File: src/rtl/mem_ctrl_config.svh
`ifndef MEM_CTRL_CONFIG_SVH
`define MEM_CTRL_CONFIG_SVH

// ------------------------------------------------------------
// address widths
// ------------------------------------------------------------
`define BW_BYTE_ADDR	12	// core byte address bits in use
`define BW_WORD_ADDR	10	// byte address minus the two low bits

// ------------------------------------------------------------
// sizes and timing
// ------------------------------------------------------------
`define CACHE_LINES	16	// one word per line
`define BUF_DEPTH	4	// request fifo entries
`define MEM_LATENCY	3	// request to done, in cycles

`endif

File: src/rtl/mem_ctrl_pkg.sv
`default_nettype none

`include "mem_ctrl_config.svh"

package mem_ctrl_pkg;

	// basic vectors
	typedef logic [31:0] byte_addr_t;	// core view
	typedef logic [`BW_WORD_ADDR-1:0] word_addr_t;	// cache and memory view
	typedef logic [31:0] data_t;

	// core to controller
	typedef struct packed {
		logic rw;	// 1 = write
		byte_addr_t addr;
		data_t data;
	} core_req_t;

	// cache to controller to buffer to memory
	typedef struct packed {
		logic rw;	// 1 = write
		word_addr_t addr;
		data_t data;
	} mem_req_t;

	// [0] p0 hword, [1] p0 word, [2] p1 hword, [3] p1 word
	typedef logic [3:0] exc_t;

	typedef enum logic [2:0] {
		CACHE_IDLE,
		CACHE_LOOKUP,
		CACHE_MISS,
		CACHE_WRITE,
		CACHE_DONE
	} cache_state_t;

	typedef enum logic [1:0] {
		ARB_IDLE,
		ARB_CACHE0,
		ARB_CACHE1
	} arb_state_t;

endpackage

`default_nettype wire

File: src/rtl/txrx_buffer.sv
`timescale 1ns/1ns
`default_nettype none

`include "mem_ctrl_config.svh"

module txrx_buffer (
	input wire clock_cntrl_i,
	input wire reset_i,

	// controller side
	input wire req_i,	// strobe
	input wire mem_ctrl_pkg::mem_req_t mreq_i,
	output logic accept_o,
	output logic rd_valid_o,
	output mem_ctrl_pkg::data_t rd_data_o,

	// memory side
	output logic mem_req_o,
	output mem_ctrl_pkg::mem_req_t mem_mreq_o,
	input wire mem_done_i,
	input wire mem_ctrl_pkg::data_t mem_data_i
);

	import mem_ctrl_pkg::*;

	localparam int PTR_W = $clog2(`BUF_DEPTH);
	localparam int CNT_W = $clog2(`BUF_DEPTH + 1);

	mem_req_t fifo [`BUF_DEPTH];	// head stays until memory is done with it
	logic [PTR_W-1:0] wr_ptr;
	logic [PTR_W-1:0] rd_ptr;
	logic [CNT_W-1:0] count;
	logic busy;	// one request outstanding
	logic full, empty;
	logic push, pop;

	function automatic logic [PTR_W-1:0] ptr_inc(input logic [PTR_W-1:0] p);
		if (p == PTR_W'(`BUF_DEPTH - 1))
			return '0;
		return p + 1'b1;
	endfunction

	assign full = (count == CNT_W'(`BUF_DEPTH));
	assign empty = (count == '0);

	// ------------------------------------------------------------
	// controller side
	// ------------------------------------------------------------
	assign accept_o = req_i && !full;	// same cycle
	assign push = accept_o;

	// ------------------------------------------------------------
	// memory side
	// ------------------------------------------------------------
	assign mem_req_o = !busy && !empty;	// issue head
	assign mem_mreq_o = fifo[rd_ptr];
	assign pop = busy && mem_done_i;

	// completed writes just drop out
	assign rd_valid_o = pop && !fifo[rd_ptr].rw;
	assign rd_data_o = mem_data_i;

	always_ff @(posedge clock_cntrl_i) begin
		if (!reset_i) begin
			wr_ptr <= '0;
			rd_ptr <= '0;
			count <= '0;
			busy <= 1'b0;
		end else begin
			if (push)
				wr_ptr <= ptr_inc(wr_ptr);
			if (pop)
				rd_ptr <= ptr_inc(rd_ptr);

			case ({push, pop})
				2'b10: count <= count + 1'b1;
				2'b01: count <= count - 1'b1;
				default: count <= count;	// both or neither
			endcase

			if (mem_req_o)
				busy <= 1'b1;
			else if (pop)
				busy <= 1'b0;
		end
	end

	// entry storage
	always_ff @(posedge clock_cntrl_i) begin
		if (push)
			fifo[wr_ptr] <= mreq_i;
	end

endmodule

`default_nettype wire

File: config.mk
export PLATFORM = sky130hd
export DESIGN_NAME = txrx_buffer
export DESIGN_NICKNAME = d
export VERILOG_FILES = /design/src/rtl/mem_ctrl_pkg.sv /design/src/rtl/txrx_buffer.sv
export VERILOG_INCLUDE_DIRS = /design/src /design/src/rtl
export SDC_FILE = /design/constraint.sdc
export NUM_CORES = 1
export LEC_CHECK = 0
export BUFFER_PORTS_ARGS = -buffer_cell sky130_fd_sc_hd__buf_2
export CAP_MARGIN = 20
export CORE_UTILIZATION = 58
export CTS_BUF_LIST = sky130_fd_sc_hd__clkbuf_4 sky130_fd_sc_hd__clkbuf_8 sky130_fd_sc_hd__clkbuf_16
export DETAILED_ROUTE_END_ITERATION = 8
export GPL_ROUTABILITY_DRIVEN = 0
export PLACE_DENSITY_LB_ADDON = 0.1
export REMOVE_ABC_BUFFERS = 1
export SLEW_MARGIN = 20
export SYNTH_ARGS = -nofsm -noshare
export SYNTH_HDL_FRONTEND = slang
export SYNTH_SLANG_ARGS = --single-unit
File: constraint.sdc
create_clock -name clock_cntrl_i -period 5.9 [get_ports clock_cntrl_i]
set_input_delay 1.18 -clock clock_cntrl_i [delete_from_list [all_inputs] [get_ports clock_cntrl_i]]
set_output_delay 1.18 -clock clock_cntrl_i [all_outputs]
set_load 0.01 [all_outputs]
==> results of run 1 <==
state kept, by name, summed over array words and instances (netlist names), named ones only:
signal / cells
fifo: 172
count: 3
rd_ptr: 2
wr_ptr: 2
busy: 1
worst min-delay path by stage:
stage	from	end	slack (ns)	cells past startpoint
after floorplan	busy	busy	0.45	2
after global placement	busy	busy	0.46	2
after detailed placement	busy	busy	0.47	2
after CTS	busy	busy	0.48	2
after global routing	busy	busy	0.49	2
final	busy	busy	0.49	2
final cells by class:
class | count | area [µm²]
clock inverters | 14 | 116.4
repair buffers | 97 | 498.0
fillers | 754 | 3669
inverters | 8 | 30.03
clock buffers | 18 | 432.9
well taps | 143 | 178.9
multi-input cells | 84 | 1270
flip-flops and latches | 182 | 5370
metal layers:
metal / vias to the layer above / part of all wire [%] / track usage, %
met2: 130 / 47 / 30.39
met1: 1579 / 41 / 26.74
met3: 14 / 11 / 11.16
met5: - / 0 / 1.961
met4: 0 / 1.7 / 9.279
li1: 1395 / - / -
synth_stat cells:
master	count	area (µm²)
sky130_fd_sc_hd__nor2_1	4	15.01
sky130_fd_sc_hd__dfxtp_1	10	200.2
sky130_fd_sc_hd__fa_1	1	20.02
sky130_fd_sc_hd__mux2i_1	2	20.02
sky130_fd_sc_hd__buf_6	1	11.26
sky130_fd_sc_hd__xnor2_1	1	8.760
sky130_fd_sc_hd__xor2_1	1	8.760
sky130_fd_sc_hd__o21ai_0	2	10.01
sky130_fd_sc_hd__inv_1	8	30.03
sky130_fd_sc_hd__clkbuf_2	1	5.000
sky130_fd_sc_hd__nand3_1	1	5.000
sky130_fd_sc_hd__and3_2	4	30.03
sky130_fd_sc_hd__o21ai_1	1	5.000
sky130_fd_sc_hd__nor3_1	1	5.000
sky130_fd_sc_hd__nor2b_1	1	6.260
sky130_fd_sc_hd__buf_2	1	5.000
sky130_fd_sc_hd__clkbuf_1	1	3.750
sky130_fd_sc_hd__buf_4	36	270.3
sky130_fd_sc_hd__a21oi_1	1	5.000
sky130_fd_sc_hd__nand4_1	1	6.260
sky130_fd_sc_hd__or3b_4	1	11.26
sky130_fd_sc_hd__ha_1	6	75.07
sky130_fd_sc_hd__buf_1	4	15.01
sky130_fd_sc_hd__edfxtp_1	172	5165
sky130_fd_sc_hd__and2_4	1	8.760
sky130_fd_sc_hd__a21boi_0	2	15.01
sky130_fd_sc_hd__mux4_2	43	968.4
sky130_fd_sc_hd__and2_1	2	12.51
sky130_fd_sc_hd__or3_2	1	7.510
sky130_fd_sc_hd__nand2_1	7	26.28
report_power, final:
group / leakage (µW) / total, µW / switching [µW] / internal, µW
registers: 0.00166 / 1600 / 75.5 / 1530
clock network: 0.000274 / 1040 / 426 / 615
logic: 0.000777 / 425 / 205 / 220
layout by cell type, fill, tap and decap left out, drive strengths merged, types with 2 or more instances in the layout:
cell / synthesis / layout
ha: 6 / 6
nor2: 4 / 4
mux2i: 2 / 2
mux4: 43 / 43
edfxtp: 172 / 172
and2: 3 / 3
a21boi: 2 / 2
buf: 42 / 97
o21ai: 3 / 3
nand2: 7 / 7
and3: 4 / 4
clkbuf: 2 / 18
bufinv: 0 / 2
dfxtp: 10 / 10
inv: 8 / 8
clkinv: 0 / 11
worst max-delay path: stages, from the launching register on:
cell                      delay [ns]
sky130_fd_sc_hd__dfxtp_4        0.94
sky130_fd_sc_hd__mux4_2         0.62
sky130_fd_sc_hd__nor2_1         0.11
sky130_fd_sc_hd__buf_2          0.13
metrics by stage:
step	power, µW	hold slack [ns]
2_1_floorplan	1891	0.4476
3_3_place_gp	2052	0.4566
3_5_place_dp	2064	0.4690
4_1_cts	3103	0.4787
5_1_grt	3191	0.4925
6_report	3069	0.4860
kinds of logic (layout without fill, tap and decap cells):
kind of cell               count (synthesis)  count (layout)  share of synthesized area [%]
xor gates and xnor gates                   2               2                         0.2512
buffers and inverters                     52             137                          4.879
AOI/OAI and AO/OA                          6               6                         0.5020
adders and majority gates                  7               7                          1.363
muxes                                     45              45                          14.17
and+or+nand+nor                           24              24                          1.919
DFF                                      182             182                          76.91
==> results_dict.tcl, run 1 <==
set metrics [dict create \
    run_status "complete, but fails checks" \
    failing_checks "design-rule violations" \
    rr_endpoint "count[2]" \
    num_vias 3118 \
    synthesis.instances 318 \
    yosys_warnings 0 \
    fp.dieH_um 111.7 \
    place.detailed.hpwl_mm 7.466 \
    placed_cells_incl_taps 514 \
    min_period_ns 3.411 \
    crit_path_category "reg -> out" \
    clock_tree_root_driver_cell "sky130_fd_sc_hd__clkbuf_16" \
    tritoncts_num_sinks 182 \
    antenna-diode-count 0 \
    totalNegativeSetupSlack_ns 0 \
    worst-slew-pin-transition_ns 0.8843 \
    critPathArrivalTime_ns 2.23 \
    synth_cell_type_count 30 \
    syn-mean-instance-area_um2 21.94 \
    number_of_iterations_in_the_first_detailed_routing_pass 8 \
    drt_drc_violations_left 8 \
    routed_wirelength_mm 12.04 \
    clock_path_buffers 2 \
    yosysSeqAreaShare_pct 76.91 \
    dieArea_um2 12470 \
    setup_viol 0 \
    worst_setup_path_end_kind "primary output" \
    critical_path.max_fanout 43 \
    first_iter_violations 159 \
    finalHoldViolations 0 \
    area.growth.synth_to_final_pct 13.20 \
    leakagePower_uw 0.002712 \
    post_dp_cell_area_um2 7347 \
    synth.cell_area_um2 6975 \
    layoutNonFillerInstCount 546 \
    timing.critical_path.to "rd_valid_o" \
    post_route_cells_drive_above_1_share_pct 43.67 \
    setup_fix_bufs_post_cts 0 \
    final_antenna_net_count 0 \
    fin_crit_sh_pct 57.81 \
    worst_reg2reg_startpoint "count[2]" \
    num_io_pins 157 \
    global_route.usage.total_pct 21.14 \
    via_per_inst 5.711 \
    crit_required_ns 4.72 \
    start_kind "flop" \
    core_region_area_um2 11560 \
    report.final.slew_viol_count 0 \
    post-route-cell-area_um2 7896 \
    vdd_ir_drop_max_mv 0.2480 \
    power.density_nw_per_um2 388.7 \
    grt_max_degree 44 \
    post_cts_hold_buffer_count 0 \
    grt_first_pass_wirelength_mm 18.56 \
    vias_in_the_first_global_route 3346 \
    clock_tree.htree_level_count 4 \
    cap_viol_max_count 0 \
    reg2reg_depth 9 \
    clk_pin_slew_ns 0.06 \
    clock_skew_ns 0.002991 \
    fp-row-count 39 \
    cts_repair_resize_count 0 \
    postLayoutCoreUtil_pct 68.28 \
    clock_insertion_delay_worst_skew_ns 0.41 \
    global_route.overflow_total 0 \
    grt_antenna_before_repair 0 \
    avgRoutedWirePerCell_um 22.06 \
    ys_seq_elements 182 \
    rsz0062_at_grt "no" \
    worst-r2r-setup-slack_ns 3.46 \
    placement.io_buffers 92 \
    tritoncts_clock_tree "done" \
    hold_path_class "reg -> reg" \
    postLayoutSetupSlackWorst_ns 2.489 \
    initial_utilization_pct 60.32 \
    die-width_um 111.7 \
    total_cts_buffers 17 \
    placement.setup.worst_slack_ns 2.862 \
    max_freq_mhz 293.2 \
    finish.net_count 476 \
    relSlewSlack_pct 41.05 \
]
Note: power is estimated with default switching activity, not from simulation.
==> run 2: changes to the inputs <==
--- a/config.mk
+++ b/config.mk
@@ -8,7 +8,7 @@
 export LEC_CHECK = 0
 export BUFFER_PORTS_ARGS = -buffer_cell sky130_fd_sc_hd__buf_2
 export CAP_MARGIN = 20
-export CORE_UTILIZATION = 58
+export CORE_UTILIZATION = 48
 export CTS_BUF_LIST = sky130_fd_sc_hd__clkbuf_4 sky130_fd_sc_hd__clkbuf_8 sky130_fd_sc_hd__clkbuf_16
 export DETAILED_ROUTE_END_ITERATION = 8
 export GPL_ROUTABILITY_DRIVEN = 0
==> constraint.sdc (replaced) <==
create_clock -name clock_cntrl_i -period 3.1 [get_ports clock_cntrl_i]
set_input_delay 0.62 -clock clock_cntrl_i [delete_from_list [all_inputs] [get_ports clock_cntrl_i]]
set_output_delay 0.62 -clock clock_cntrl_i [all_outputs]
set_load 0.01 [all_outputs]
==> run 2 against run 1 <==
Compared with the run above:
- the flow now finishes without violations
- critical endpoint is now mem_mreq_o[29]
- wire length grew 9.3%
- count of clock-buffer cells in the layout grew 3
- first-iteration DRC count grew 38%
- global-route usage shrank 2.2 points
- utilization shrank 11 points
- flip-flop and latch count is the same
- largest cell class unchanged
- highest routed layer unchanged
==> results_dict.tcl, run 2 (synthesis results as in run 1) <==
set metrics [dict create \
    run_status "finished, final reports clean" \
    clock_tree.htree_level_count 4 \
    cts_repair_resize_count 0 \
    postLayoutSetupSlackWorst_ns 0.4848 \
    antenna-diode-count 0 \
    power.density_nw_per_um2 750.8 \
    cap_viol_max_count 0 \
    avgRoutedWirePerCell_um 22.51 \
    tritoncts_num_sinks 182 \
    largest_register "fifo" \
    finish.net_count 478 \
    layout_commonest_cell "sky130_fd_sc_hd__edfxtp_1" \
    leakagePower_uw 0.002754 \
    start_kind "flop" \
    routed_wirelength_mm 13.17 \
    placement.io_buffers 92 \
    final_antenna_net_count 0 \
    fillers 1053 \
    total_cts_buffers 17 \
    global_route.usage.total_pct 18.95 \
    clock_skew_ns 0.006319 \
    grt_first_pass_wirelength_mm 19.72 \
    setup_viol 0 \
    crit_path_category "reg -> out" \
    post_cts_hold_buffer_count 0 \
    pwr-share-seq_pct 49.5 \
    relSlewSlack_pct 54.06 \
    clock_insertion_delay_worst_skew_ns 0.42 \
    worst_hold_startpoint "mreq_i[28]" \
    grt_max_degree 44 \
    crit_required_ns 2.48 \
    worst_setup_path_end_kind "primary output" \
    worst_reg2reg_startpoint "count[2]" \
    placement.setup.worst_slack_ns 0.6476 \
    vias_in_the_first_global_route 3282 \
    clock_path_buffers 2 \
    fp-row-count 43 \
    critPathArrivalTime_ns 2.00 \
    fin_crit_sh_pct 84.36 \
    area.growth.synth_to_final_pct 15.53 \
    first_iter_violations 220 \
    grt_antenna_before_repair 0 \
    hold_ws_ns 0.4083 \
    netSwitchingFraction_pct 23.18 \
    num_vias 3204 \
    internal_power_uw 4648 \
    via_per_inst 5.477 \
    setup_fix_bufs_post_cts 0 \
    critical_path.max_fanout 12 \
    number_of_iterations_in_the_first_detailed_routing_pass 6 \
    num_io_pins 157 \
    core_region_area_um2 14040 \
    clock_tree_root_driver_cell "sky130_fd_sc_hd__clkbuf_16" \
    placed_cells_incl_taps 553 \
    hold_path_class "in -> reg" \
    reg2reg_depth 9 \
    global_route.overflow_total 0 \
    finalHoldViolations 0 \
    totalNegativeSetupSlack_ns 0 \
    p_clk_share_pct 35.3 \
    min_period_ns 2.615 \
    initial_utilization_pct 49.67 \
    die-width_um 122.6 \
    post_route_cells_drive_above_1_share_pct 44.69 \
    largest_reg_flops 172 \
    worst-slew-pin-transition_ns 0.6890 \
    place.detailed.hpwl_mm 8.176 \
    pwr-share-comb_pct 15.2 \
    tritoncts_clock_tree "done" \
    clk_pin_slew_ns 0.07 \
    fp.dieH_um 122.6 \
    drt_drc_violations_left 0 \
    layout_common_cells "172 x sky130_fd_sc_hd__edfxtp_1, 92 x sky130_fd_sc_hd__buf_2, 43 x sky130_fd_sc_hd__mux4_2" \
    net-switching-power_uw 1402 \
    dieArea_um2 15020 \
    rsz0062_at_grt "no" \
    report.final.slew_viol_count 0 \
    largestRegisters "fifo x172, count x3" \
    layoutNonFillerInstCount 585 \
    max_freq_mhz 382.4 \
    post-layout-total-power_uw 6051 \
    worstHoldPathCells 1 \
    vdd_ir_drop_max_mv 0.7257 \
]
[run 2: cell types whose count changed in the layout (fill, tap and decap cells not counted), sizes merged]
cell      before  now
buf           97   99
bufinv         2    3
clkinvlp       1    2
clkbuf        18   21
clkinv        11    6
[run 2: power by group through the flow]
stage / logic, µW / clock network (µW) / registers, µW
after floorplan: 530 / 0 / 3070
after global placement: 931 / 0 / 3040
after detailed placement: 934 / 0 / 3050
after CTS: 940 / 2190 / 3000
after global routing: 1010 / 2270 / 3020
final: 918 / 2140 / 3000
[run 2: worst max-delay path, cell delays in order, from the launching register on]
cell and delay, ns:
sky130_fd_sc_hd__dfxtp_4 0.50, sky130_fd_sc_hd__buf_4 0.34, sky130_fd_sc_hd__mux4_2 0.56, sky130_fd_sc_hd__buf_2 0.16
[run 2: cell type report]
cell class / instances / area, µm² / share of cell area [%]
clock buffer: 21 / 455.4 / 5.651
tap: 180 / 225.2 / 2.795
multi-input combinational: 84 / 1270 / 15.76
inverter: 8 / 30.03 / 0.3726
sequential: 182 / 5370 / 66.64
clock inverter: 11 / 132.6 / 1.646
timing repair buffer: 99 / 575.6 / 7.142
[run 2: final timing paths]
path	slack, ns	endpoint
worst max-delay path	0.48	mem_mreq_o[29]
worst min register to register	0.48	busy
worst min-delay path	0.41	fifo[0][28]
worst max register to register	0.63	count[2]
[run 2: stage by stage]
stage | area [µm²] | util, %
after detailed placement | 7471 | 53.20
after global placement | 7471 | 53.20
after floorplan | 6665 | -
after CTS | 8059 | 57.39
final | 8059 | 57.39
after global routing | 8059 | 57.39
[run 2: metal layers]
| metal | wire [µm] | up-vias | track usage (%) |
|---|---|---|---|
| li1 | - | 1400 | - |
| met1 | 5635 | 1669 | 24.49 |
| met2 | 6121 | 126 | 27.28 |
| met3 | 1294 | 9 | 10.59 |
| met4 | 116 | 0 | 5.259 |
| met5 | 0 | - | 1.736 |
==> run 3: changes to the inputs <==
==> constraint.sdc (replaced) <==
create_clock -name clock_cntrl_i -period 2.3 [get_ports clock_cntrl_i]
set_input_delay 0.46 -clock clock_cntrl_i [delete_from_list [all_inputs] [get_ports clock_cntrl_i]]
set_output_delay 0.46 -clock clock_cntrl_i [all_outputs]
set_load 0.01 [all_outputs]
==> run 3 against run 2 <==
Compared with the run above:
- die area unchanged
- via count grew 1.5%
- wire length shrank 0.42%
- non-clock buffer count rose by 12
- worst setup slack got worse by 0.44 ns
- power up 40%
- count of clock-buffer cells in the layout did not move
- cell count up 2.1%
- clock skew shrank 0.00069 ns
- global-route usage shrank 0.14 points
- flip-flop and latch count unchanged
- combinational power grew 51%
- critical endpoint is now count[2]
==> results_dict.tcl, run 3 (synthesis results as in run 1) <==
set metrics [dict create \
    leakagePower_uw 0.002853 \
    cap_viol_max_count 0 \
    largest_reg_flops 172 \
    post_cts_hold_buffer_count 0 \
    layoutNonFillerInstCount 597 \
    core_region_area_um2 14040 \
    totalNegativeSetupSlack_ns 0 \
    relSlewSlack_pct 57.67 \
    finish.net_count 490 \
    vias_in_the_first_global_route 3340 \
    clock_insertion_delay_worst_skew_ns 0.42 \
    clock_skew_ns 0.005633 \
    timing.critical_path.cells "or3b_4 -> and2_4 -> inv_1 -> ha_2 -> inv_1 -> fa_2 -> xor2_1 -> or3_2 -> a21boi_2" \
    routed_wirelength_mm 13.11 \
    global_route.usage.total_pct 18.80 \
    placement.io_buffers 92 \
    post_route_cells_drive_above_1_share_pct 47.00 \
    crit_required_ns 2.64 \
    largestRegisters "fifo x172, count x3" \
    dieArea_um2 15020 \
    clock_tree_root_driver_cell "sky130_fd_sc_hd__clkbuf_16" \
    grt_first_pass_wirelength_mm 19.55 \
    area.growth.synth_to_final_pct 18.37 \
    report.final.slew_viol_count 0 \
    via_per_inst 5.449 \
    final_antenna_net_count 0 \
    critical_path.max_fanout 2 \
    hold_ws_ns 0.2555 \
    cp.buffers_inverters 2 \
    drt_drc_violations_left 0 \
    pwr-share-seq_pct 47.3 \
    worst-slew-pin-transition_ns 0.6349 \
    worst-r2r-setup-slack_ns 0.05 \
    total_cts_buffers 17 \
    vdd_ir_drop_max_mv 0.5280 \
    largest_register "fifo" \
    cp_slowest_cell "sky130_fd_sc_hd__or3_2" \
    worst_setup_path_end_kind "flop" \
    initial_utilization_pct 49.67 \
    avgRoutedWirePerCell_um 21.96 \
    fp-row-count 43 \
    crit_path_category "reg -> reg" \
    max_freq_mhz 444.1 \
    grt_antenna_before_repair 1 \
    min_period_ns 2.252 \
    run_status "finished, final reports clean" \
    internal_power_uw 6587 \
    num_vias 3253 \
    place.detailed.hpwl_mm 8.095 \
    layout_commonest_cell "sky130_fd_sc_hd__edfxtp_1" \
    first_iter_violations 163 \
    postLayoutCoreUtil_pct 58.80 \
    cp_slowest_stage_delay_ns 0.43 \
    tritoncts_clock_tree "done" \
    critPathArrivalTime_ns 2.60 \
    clock_path_buffers 2 \
    number_of_iterations_in_the_first_detailed_routing_pass 4 \
    layout_common_cells "172 x sky130_fd_sc_hd__edfxtp_1, 92 x sky130_fd_sc_hd__buf_2, 43 x sky130_fd_sc_hd__mux4_2" \
    postLayoutSetupSlackWorst_ns 0.04844 \
    netSwitchingFraction_pct 22.36 \
    setup_viol 0 \
    p_clk_share_pct 36.4 \
    grt_max_degree 35 \
    finalHoldViolations 0 \
    pwr-share-comb_pct 16.3 \
    antenna-diode-count 0 \
    global_route.overflow_total 0 \
    critical_path.top_delay_family "simple AND/OR/NAND/NOR gates" \
    clk_pin_slew_ns 0.06 \
    hold_path_class "in -> reg" \
    placement.setup.worst_slack_ns 0.02109 \
    net-switching-power_uw 1897 \
    start_kind "flop" \
    power.density_nw_per_um2 1027 \
    num_io_pins 157 \
    fp.dieH_um 122.6 \
    die-width_um 122.6 \
    placed_cells_incl_taps 562 \
    tritoncts_num_sinks 182 \
    clock_tree.htree_level_count 4 \
    fin_crit_sh_pct 97.89 \
    cpMostUsedCell "sky130_fd_sc_hd__inv_1" \
]
-- run 3: changes by cell type in the layout (fill, tap and decap cells not counted), moves of 2 or more --
cell                         change
sky130_fd_sc_hd__buf_4           +8
sky130_fd_sc_hd__clkinvlp_4      -2
sky130_fd_sc_hd__clkinv_2        -2
sky130_fd_sc_hd__buf_12          +4
sky130_fd_sc_hd__bufinv_16       +2
-- run 3: worst register-to-register path: stages, from the launching register on --
cell and delay [ns]:
sky130_fd_sc_hd__dfxtp_1 0.31, sky130_fd_sc_hd__or3b_4 0.39, sky130_fd_sc_hd__and2_4 0.17, sky130_fd_sc_hd__inv_1 0.05
sky130_fd_sc_hd__ha_2 0.16, sky130_fd_sc_hd__inv_1 0.05, sky130_fd_sc_hd__fa_2 0.33, sky130_fd_sc_hd__xor2_1 0.15
sky130_fd_sc_hd__or3_2 0.43, sky130_fd_sc_hd__a21boi_2 0.14
-- run 3: what timing repair did --
| item | CTS | global route |
|---|---|---|
| gates resized for setup | 0 | 5 |
| endpoints found under the setup margin | 32 | 1 |
| buffers inserted | 3 | 0 |
| pin swaps | 0 | 2 |
-- run 3: through the flow --
step / area [µm²] / total power (µW)
6_report: 8257 / 8484
5_1_grt: 8257 / 8814
4_1_cts: 8247 / 8569
3_5_place_dp: 7576 / 5451
3_3_place_gp: 7576 / 5432
2_1_floorplan: 6665 / 4850
-- run 3: worst paths after layout --
path	startpoint	to	cells after the start
min	mreq_i[28]	fifo[1][28]	1
max reg2reg	count[1]	count[2]	9
max	count[1]	count[2]	9
min reg2reg	busy	busy	2
-- run 3: power by group through the flow --
| stage | logic (µW) | registers (µW) | clock network [µW] |
|---|---|---|---|
| CTS | 1410 | 4010 | 3150 |
| floorplan | 715 | 4140 | 0 |
| global placement | 1340 | 4090 | 0 |
| detailed placement | 1350 | 4100 | 0 |
| finish | 1390 | 4010 | 3090 |
| global route | 1530 | 4040 | 3250 |
-- run 3: routing by layer --
layer | track usage [%] | vias to the layer above | part of all wire (%)
met4 | 7.698 | 2 | 1.3
met5 | 3.125 | - | 0.092
met3 | 9.433 | 15 | 9.5
met2 | 25.63 | 123 | 44
met1 | 25.24 | 1692 | 45
li1 | - | 1421 | -
-- run 3: area by class of cell --
type,instances,area (µm²)
Timing Repair Buffer,111,715.7
Fill cell,1040,5786
Sequential cell,182,5371
Multi-Input combinational cell,84,1279
Tap cell,180,225.2
Clock buffer,21,455.4
Inverter,8,30.03
Clock inverter,11,180.2
